`src/scope_pkg.sv`:
```
package scope_pkg;

    // ADC front end
    localparam int ADC_WIDTH = 14;

    // Offset-binary code as it comes off the ADC pins
    typedef logic [ADC_WIDTH-1:0] adc_raw_t;

    // Two's complement sample, 0 is mid-scale
    typedef logic signed [ADC_WIDTH-1:0] sample_t;

    // One window result
    typedef struct packed {
        sample_t min_val;
        sample_t max_val;
        sample_t mean_val;
    } stats_t;

    // UART side
    typedef logic [7:0] byte_t;

    // Frame is header, then min, max and mean as 16-bit words, MSB byte first
    localparam byte_t FRAME_HEADER = 8'hA5;
    localparam int FRAME_BYTES = 7;

endpackage

```
`src/adc_capture.sv`:
```
module adc_capture
    import scope_pkg::*;
(
    input  logic     i_clock,
    input  logic     i_reset,

    input  adc_raw_t i_adc_data,
    input  logic     i_gate,

    output sample_t  o_sample,
    output logic     o_sample_valid
);

    adc_raw_t adc_data_q;   // Pad register
    logic     gate_q;
    sample_t  sample_q;
    logic     sample_valid_q;

    // First stage, straight off the pins
    always_ff @(posedge i_clock) begin
        adc_data_q <= i_adc_data;
    end

    always_ff @(posedge i_clock) begin
        if (i_reset) begin
            gate_q <= 1'b0;
        end else begin
            gate_q <= i_gate;
        end
    end

    // Second stage: offset binary to two's complement by flipping the MSB
    always_ff @(posedge i_clock) begin
        sample_q <= {~adc_data_q[ADC_WIDTH-1], adc_data_q[ADC_WIDTH-2:0]};
    end

    always_ff @(posedge i_clock) begin
        if (i_reset) begin
            sample_valid_q <= 1'b0;
        end else begin
            sample_valid_q <= gate_q;   // Gate follows the data
        end
    end

    assign o_sample       = sample_q;
    assign o_sample_valid = sample_valid_q;

endmodule

```
`src/report_framer.sv`:
```
module report_framer
    import scope_pkg::*;
(
    input  logic   i_clock,
    input  logic   i_reset,

    input  stats_t i_stats,
    input  logic   i_stats_valid,

    input  logic   i_tx_busy,
    output byte_t  o_tx_byte,
    output logic   o_tx_load,

    output logic   o_sending,
    output logic   o_overflow
);

    localparam int IDX_W  = $clog2(FRAME_BYTES);
    localparam int WORD_W = 16;     // Values go out as 16-bit words

    typedef enum logic [1:0] {
        IDLE,
        LOAD,
        WAIT
    } state_t;

    state_t            state_q;
    logic [IDX_W-1:0]  idx_q;
    stats_t            stats_q;
    logic              overflow_q;

    logic [WORD_W-1:0] min_word;
    logic [WORD_W-1:0] max_word;
    logic [WORD_W-1:0] mean_word;
    byte_t             frame_byte;

    // Sign extension to the wire format
    assign min_word  = WORD_W'(stats_q.min_val);
    assign max_word  = WORD_W'(stats_q.max_val);
    assign mean_word = WORD_W'(stats_q.mean_val);

    always_comb begin
        case (idx_q)
            IDX_W'(0): frame_byte = FRAME_HEADER;
            IDX_W'(1): frame_byte = min_word[15:8];
            IDX_W'(2): frame_byte = min_word[7:0];
            IDX_W'(3): frame_byte = max_word[15:8];
            IDX_W'(4): frame_byte = max_word[7:0];
            IDX_W'(5): frame_byte = mean_word[15:8];
            default:   frame_byte = mean_word[7:0];
        endcase
    end

    always_ff @(posedge i_clock) begin
        if (i_reset) begin
            state_q <= IDLE;
            idx_q   <= '0;
        end else begin
            case (state_q)
                IDLE: begin
                    if (i_stats_valid) begin
                        idx_q   <= '0;
                        state_q <= LOAD;
                    end
                end
                LOAD: begin
                    if (!i_tx_busy) begin
                        state_q <= WAIT;
                    end
                end
                WAIT: begin
                    // Busy is already up in the first WAIT cycle
                    if (!i_tx_busy) begin
                        if (idx_q == IDX_W'(FRAME_BYTES - 1)) begin
                            state_q <= IDLE;
                        end else begin
                            idx_q   <= idx_q + 1'b1;
                            state_q <= LOAD;
                        end
                    end
                end
                default: state_q <= IDLE;
            endcase
        end
    end

    // Only one result in flight
    always_ff @(posedge i_clock) begin
        if (state_q == IDLE && i_stats_valid) begin
            stats_q <= i_stats;
        end
    end

    always_ff @(posedge i_clock) begin
        if (i_reset) begin
            overflow_q <= 1'b0;
        end else if (i_stats_valid && state_q != IDLE) begin
            overflow_q <= 1'b1;     // Sticky
        end
    end

    assign o_tx_byte  = frame_byte;
    assign o_tx_load  = (state_q == LOAD) && !i_tx_busy;
    assign o_sending  = (state_q != IDLE);
    assign o_overflow = overflow_q;

endmodule

```
`src/scope_top.sv`:
```
module scope_top
    import scope_pkg::*;
#(
    parameter int WINDOW_LEN   = 16,
    parameter int CLKS_PER_BIT = 868
)
(
    input  logic     i_clock,
    input  logic     i_reset,

    input  logic     i_gate,
    input  adc_raw_t i_adc_data,

    output logic     o_tx_ch1,
    output logic     o_led0_r,
    output logic     o_led0_g,
    output logic     o_led0_b
);

    sample_t sample;
    logic    sample_valid;
    stats_t  stats;
    logic    stats_valid;
    byte_t   tx_byte;
    logic    tx_load;
    logic    tx_busy;
    logic    sending;
    logic    overflow;

    adc_capture u_adc_capture (
        .i_clock        (i_clock),
        .i_reset        (i_reset),
        .i_adc_data     (i_adc_data),
        .i_gate         (i_gate),
        .o_sample       (sample),
        .o_sample_valid (sample_valid)
    );

    window_stats #(
        .WINDOW_LEN (WINDOW_LEN)
    ) u_window_stats (
        .i_clock        (i_clock),
        .i_reset        (i_reset),
        .i_sample       (sample),
        .i_sample_valid (sample_valid),
        .o_stats        (stats),
        .o_stats_valid  (stats_valid)
    );

    report_framer u_report_framer (
        .i_clock       (i_clock),
        .i_reset       (i_reset),
        .i_stats       (stats),
        .i_stats_valid (stats_valid),
        .i_tx_busy     (tx_busy),
        .o_tx_byte     (tx_byte),
        .o_tx_load     (tx_load),
        .o_sending     (sending),
        .o_overflow    (overflow)
    );

    uart_tx #(
        .CLKS_PER_BIT (CLKS_PER_BIT)
    ) u_uart_tx (
        .i_clock (i_clock),
        .i_reset (i_reset),
        .i_data  (tx_byte),
        .i_load  (tx_load),
        .o_tx    (o_tx_ch1),
        .o_busy  (tx_busy)
    );

    // Status LEDs
    assign o_led0_r = overflow;
    assign o_led0_b = sending;
    assign o_led0_g = !overflow && !sending;    // All quiet

endmodule

```
`src/uart_tx.sv`:
```
module uart_tx
    import scope_pkg::*;
#(
    parameter int CLKS_PER_BIT = 868
)
(
    input  logic  i_clock,
    input  logic  i_reset,

    input  byte_t i_data,
    input  logic  i_load,

    output logic  o_tx,
    output logic  o_busy
);

    localparam int CNT_W   = $clog2(CLKS_PER_BIT + 1);
    localparam int FRAME_W = 10;    // Start, 8 data, stop

    logic [CNT_W-1:0]   clk_cnt_q;
    logic [3:0]         bit_idx_q;
    logic [FRAME_W-1:0] shift_q;
    logic               busy_q;
    logic               bit_done;

    assign bit_done = (clk_cnt_q == CNT_W'(CLKS_PER_BIT - 1));

    always_ff @(posedge i_clock) begin
        if (i_reset) begin
            shift_q   <= '1;    // Line idles high
            busy_q    <= 1'b0;
            clk_cnt_q <= '0;
            bit_idx_q <= '0;
        end else if (!busy_q) begin
            if (i_load) begin
                shift_q   <= {1'b1, i_data, 1'b0};
                busy_q    <= 1'b1;
                clk_cnt_q <= '0;
                bit_idx_q <= '0;
            end
        end else if (bit_done) begin
            clk_cnt_q <= '0;
            shift_q   <= {1'b1, shift_q[FRAME_W-1:1]};   // LSB first
            if (bit_idx_q == 4'(FRAME_W - 1)) begin
                busy_q <= 1'b0;     // End of stop bit
            end else begin
                bit_idx_q <= bit_idx_q + 1'b1;
            end
        end else begin
            clk_cnt_q <= clk_cnt_q + 1'b1;
        end
    end

    assign o_tx   = shift_q[0];
    assign o_busy = busy_q;

endmodule

```
`src/window_stats.sv`:
```
module window_stats
    import scope_pkg::*;
#(
    parameter int WINDOW_LEN = 16
)
(
    input  logic    i_clock,
    input  logic    i_reset,

    input  sample_t i_sample,
    input  logic    i_sample_valid,

    output stats_t  o_stats,
    output logic    o_stats_valid
);

    localparam int WIN_SHIFT = $clog2(WINDOW_LEN);          // Mean is a plain shift
    localparam int CNT_W     = (WIN_SHIFT > 0) ? WIN_SHIFT : 1;
    localparam int SUM_W     = ADC_WIDTH + WIN_SHIFT;        // No overflow over a full window

    logic [CNT_W-1:0]       cnt_q;
    sample_t                min_q;
    sample_t                max_q;
    logic signed [SUM_W-1:0] sum_q;

    logic                    first;
    logic                    last;
    sample_t                 min_next;
    sample_t                 max_next;
    logic signed [SUM_W-1:0] sum_next;
    logic signed [SUM_W-1:0] mean_wide;

    stats_t                  stats_q;
    logic                    stats_valid_q;

    assign first = (cnt_q == '0);
    assign last  = (cnt_q == CNT_W'(WINDOW_LEN - 1));

    // Running values including the current sample
    always_comb begin
        if (first) begin
            min_next = i_sample;
            max_next = i_sample;
            sum_next = SUM_W'(i_sample);
        end else begin
            min_next = (i_sample < min_q) ? i_sample : min_q;
            max_next = (i_sample > max_q) ? i_sample : max_q;
            sum_next = sum_q + SUM_W'(i_sample);
        end
        mean_wide = sum_next >>> WIN_SHIFT;     // Floor, sign kept
    end

    // Sample count, held while the gate is low
    always_ff @(posedge i_clock) begin
        if (i_reset) begin
            cnt_q <= '0;
        end else if (i_sample_valid) begin
            if (last) begin
                cnt_q <= '0;
            end else begin
                cnt_q <= cnt_q + 1'b1;
            end
        end
    end

    always_ff @(posedge i_clock) begin
        if (i_sample_valid) begin
            min_q <= min_next;
            max_q <= max_next;
            sum_q <= sum_next;
        end
    end

    // Result register
    always_ff @(posedge i_clock) begin
        if (i_sample_valid && last) begin
            stats_q.min_val  <= min_next;
            stats_q.max_val  <= max_next;
            stats_q.mean_val <= mean_wide[ADC_WIDTH-1:0];
        end
    end

    always_ff @(posedge i_clock) begin
        if (i_reset) begin
            stats_valid_q <= 1'b0;
        end else begin
            stats_valid_q <= i_sample_valid && last;    // One-cycle strobe
        end
    end

    assign o_stats       = stats_q;
    assign o_stats_valid = stats_valid_q;

endmodule
```
`config.mk`:
```
export PLATFORM = sky130hd
export DESIGN_NAME = scope_top
export DESIGN_NICKNAME = d
export VERILOG_FILES = /design/src/scope_pkg.sv /design/src/adc_capture.sv /design/src/report_framer.sv /design/src/scope_top.sv /design/src/uart_tx.sv /design/src/window_stats.sv
export SDC_FILE = /design/constraint.sdc
export NUM_CORES = 1
export LEC_CHECK = 0
export BUFFER_PORTS_ARGS = -buffer_cell sky130_fd_sc_hd__buf_2
export CAP_MARGIN = 20
export CORE_MARGIN = 3
export CORE_UTILIZATION = 24
export DETAILED_ROUTE_END_ITERATION = 8
export PLACE_DENSITY = 0.37
export SETUP_SLACK_MARGIN = 0.2
export SYNTH_ARGS = -nofsm -noshare
export SYNTH_HDL_FRONTEND = slang
export SYNTH_SLANG_ARGS = --single-unit
```
`constraint.sdc`:
```
create_clock -name i_clock -period 3.7 [get_ports i_clock]
set_input_delay 0.74 -clock i_clock [delete_from_list [all_inputs] [get_ports i_clock]]
set_output_delay 0.74 -clock i_clock [all_outputs]
set_load 0.05 [all_outputs]
```
==> run_results.csv <==
group,metric,value,unit
yosys,synth_edf_count,130,
worst_setup_path,critical_path.startpoint_type,"register",
floorplanning,coreArea,34900,µm²
cts,cts.path.max_buffers,2,
sta,report.final.slew_viol_count,0,
min_path,min-delay-start,"u_adc_capture.adc_data_q[11]$_DFF_P_",
cts,post_cts_hold_buffer_count,0,
sta,finalSetupViolations,0,
yosys,asyncSetResetFlopFracSynth,0,
cts,post_cts_buffers,0,
cts,cts-resized-gates,0,
cts,cts_made_buffers,17,
yosys,netlist.area_leader.share,0.456,
yosys,synth.cells.most_frequent,"edfxtp_1, dfxtp_1, ha_1, a21oi_1, nor2_1",
grt,antenna_violations_before_repair,0,
outcome,run_status,"finished, final reports clean",
routing,avgRoutedWirePerCell,16.5,µm
worst_setup_path,criticalPathCategory,"register to register",
sta,skew,0.0167,ns
min_path,worst_hold_path_type,"register to register",
min_path,holdPathEnd,"u_adc_capture.o_sample[11]$_DFF_P_",
routing,antenna_left,0,
yosys,synth-compound-area-share,0.127,
placement,post-place-ws,0.562,ns
yosys,synth_top_area_cell,"edfxtp_1",
worst_setup_path,rr_endpoint,"u_window_stats.max_q[13]$_DFFE_PP_",
routing,drc_errors,0,
floorplanning,fp.dieArea,38000,µm²
sta,hold_viol_final,0,
floorplanning,initial_standard_cell_utilization_of_the_core,0.245,
worst_setup_path,reg2reg_setup_slack,0.60,ns
pwr,peakVddDrop,360,µV
placement,placed_cells,1151,
yosys,synth.cell_area,8560,µm²
cts,tritoncts_num_sinks,195,
yosys,yosys_most_used_dff,"edfxtp_1",
placement,portBuffers,20,
pwr,power.leakage,3.57,nW
worst_setup_path,crit_slowest_cell,"a21oi_4",
cts,clock_tree.htree_level_count,4,
pwr,total_power,0.00458,W
final_layout,layout.nets,787,
yosys,yosys_register_bits,195,
yosys,synth_adder_area_share,0.0813,
placement,global_placement_routability_congestion,0.766,
routing,vias,5260,
yosys,fraction_of_synthesized_cell_area_in_xor_and_xnor_cells,0.0194,
worst_setup_path,cp_common_cell,"a211o_1",
yosys,largest_family_of_logic_cells_by_synthesized_area,"compound AO/OA/AOI/OAI gates",
routing,firstDrtPassIters,4,
yosys,yosys.area_share.simple,0.0805,
grt,grt_pass1_vias,5370,
routing,detailedRoute.firstIterationViolations,228,
worst_setup_path,r2r_cells,8,
sta,relSlewSlack,0.494,
cts,clk_pin_slew,0.07,ns
floorplanning,chipHeight,195,µm
grt,grt_max_degree,50,
sta,final_critical_path_setup_slack,0.600,ns
sta,period_share,0.838,
worst_setup_path,crit_path_end_kind,"register",
worst_setup_path,critPathMaxStageDelay,0.57,ns
yosys,synth.area.top_cells,"edfxtp_1, dfxtp_1, ha_1, a21oi_1, mux2_2",
sta,tightest_slew,0.758,ns
floorplanning,chip_width,195,µm
yosys,sequential_share_of_the_synthesized_area,0.608,
yosys,synthMuxAreaShare,0.0539,
yosys,synth.most_common_cell,"edfxtp_1",
final_layout,synthToLayoutAreaGrowth,14.8,%
floorplanning,io_pins,21,
worst_setup_path,timing.critical_path.arrival,3.29,ns
final_layout,finalNonFillerCells,1183,
floorplanning,placement_rows,68,
yosys,netlist_instances,685,
yosys,yosys_warnings,0,
worst_setup_path,worstPathRequired,3.89,ns
cts,tritoncts,"done",
routing,finalWirelength,19600,µm
cts,clk_latency,0.45,ns
worst_setup_path,path_max_fanout,14,
grt,grt-ovfl-total,0,
final_layout,diodes,0,
final_layout,drive_above_1_share,0.144,
flow_run,maxCapViolations,0,
pwr,powerDensity,466,nW/µm²
sta,tmin_final,3.10,ns
worst_setup_path,cpLargestDelayFamily,"compound AO/OA/AOI/OAI gates",
sta,achievable-frequency,323,MHz
min_path,depth_of_the_worst_hold_timing_path,0,
yosys,postSynthNetCount,757,
worst_setup_path,worstPathCellList,"ha_1, a211o_1, a21oi_2, o211ai_1, a211o_1, mux2_4, a21oi_4, mux2_2",
yosys,synth_cell_type_count,58,
grt,grtUsageTotal,0.105,
yosys,syn_area_per_cell,12.5,µm²
sta,grt_setup_unrepaired,"false",
worst_setup_path,regToRegStartpoint,"u_adc_capture.o_sample[7]$_DFF_P_",
worst_setup_path,critical_path.n_buffers_inverters,0,
grt,grt_first_pass_wirelength,30800,µm
sta,totalNegativeSetupSlack,0,ns
routing,avgViaCountPerCell,4.45,
placement,hpwlAfterDp,13900,µm
cts,cts_root_buf,"clkbuf_16",
[power breakdown]
part           internal [W]  total [W]  switching, W  leakage (nW)
clock              0.000964    0.00189      0.000924         0.289
sequential          0.00236    0.00239     0.0000256          1.71
combinational      0.000132   0.000308      0.000176          1.56
total               0.00346    0.00458       0.00113          3.57
[cell type report]
class / instances / area [µm²]
clock buffers: 17 / 425
clock inverters: 15 / 165
fillers: 3562 / 25100
inverters: 42 / 158
multi-input cells: 427 / 3120
flip-flops and latches: 195 / 5210
well taps: 455 / 569
repair buffers: 32 / 190
[routing by layer]
layer,up-vias,track usage,share of wire
met5,-,0,0
li1,2629,-,-
met4,0,0.0420,0.026
met1,2541,0.144,0.50
met2,66,0.163,0.44
met3,24,0.0236,0.029
[per-stage QoR]
step,hold slack (ns),utilization,area (µm²)
finish,0.329,0.282,9830
global route,0.331,0.282,9830
CTS,0.330,0.282,9830
detailed placement,0.312,0.265,9240
global placement,0.310,0.265,9240
floorplan,0.310,-,8560
[worst max path at each step]
stage / endpoint / slack, ns / cells past startpoint / start
3_3_place_gp: u_window_stats.max_q[1]$_DFFE_PP_ / 0.62 / 8 / u_adc_capture.o_sample[7]$_DFF_P_
2_1_floorplan: u_window_stats.o_stats[0]$_DFFE_PP_ / 0.43 / 2 / u_adc_capture.o_sample_valid$_SDFF_PP0_
3_5_place_dp: u_window_stats.max_q[13]$_DFFE_PP_ / 0.56 / 8 / u_adc_capture.o_sample[7]$_DFF_P_
4_1_cts: u_window_stats.max_q[13]$_DFFE_PP_ / 0.55 / 8 / u_adc_capture.o_sample[7]$_DFF_P_
5_1_grt: u_window_stats.o_stats[13]$_DFFE_PP_ / 0.36 / 8 / u_adc_capture.o_sample[1]$_DFF_P_
6_report: u_window_stats.max_q[13]$_DFFE_PP_ / 0.60 / 8 / u_adc_capture.o_sample[7]$_DFF_P_
[flip-flops by register name, summed over array words and instances, names as in the netlist, 10 cells and up]
signal / cells
u_report_framer.max_word: 14
u_adc_capture.adc_data_q: 14
u_window_stats.o_stats: 42
u_window_stats.max_q: 14
u_window_stats.min_q: 14
u_uart_tx.clk_cnt_q: 10
u_adc_capture.o_sample: 14
u_report_framer.min_word: 14
u_window_stats.sum_q: 18
u_report_framer.mean_word: 14
[cells in the final DEF, fill, tap and decap left out, types with 7 or more instances in the layout]
cell type | netlist | layout
edfxtp_1 | 130 | 130
dfxtp_1 | 65 | 64
ha_1 | 54 | 54
a21oi_1 | 53 | 53
nor2_1 | 46 | 44
inv_1 | 42 | 42
nand2_1 | 41 | 41
o21ai_0 | 38 | 38
mux2_2 | 21 | 21
buf_2 | 2 | 20
clkbuf_16 | 0 | 17
nand3_1 | 12 | 12
xor2_1 | 12 | 12
buf_4 | 0 | 12
mux2_4 | 11 | 11
a31oi_1 | 9 | 9
a21o_1 | 9 | 9
a211oi_1 | 8 | 8
nor2b_1 | 8 | 8
xnor2_1 | 7 | 7
[kinds of logic after synthesis]
family	count (synthesis)
flip-flops	195
AO/OA/AOI/OAI	170
AND/OR/NAND/NOR	145
buffers and inverters	63
adder cells (fa/ha/maj)	55
multiplexers	38
XOR/XNOR	19
Note: power is estimated with default switching activity, not from simulation.
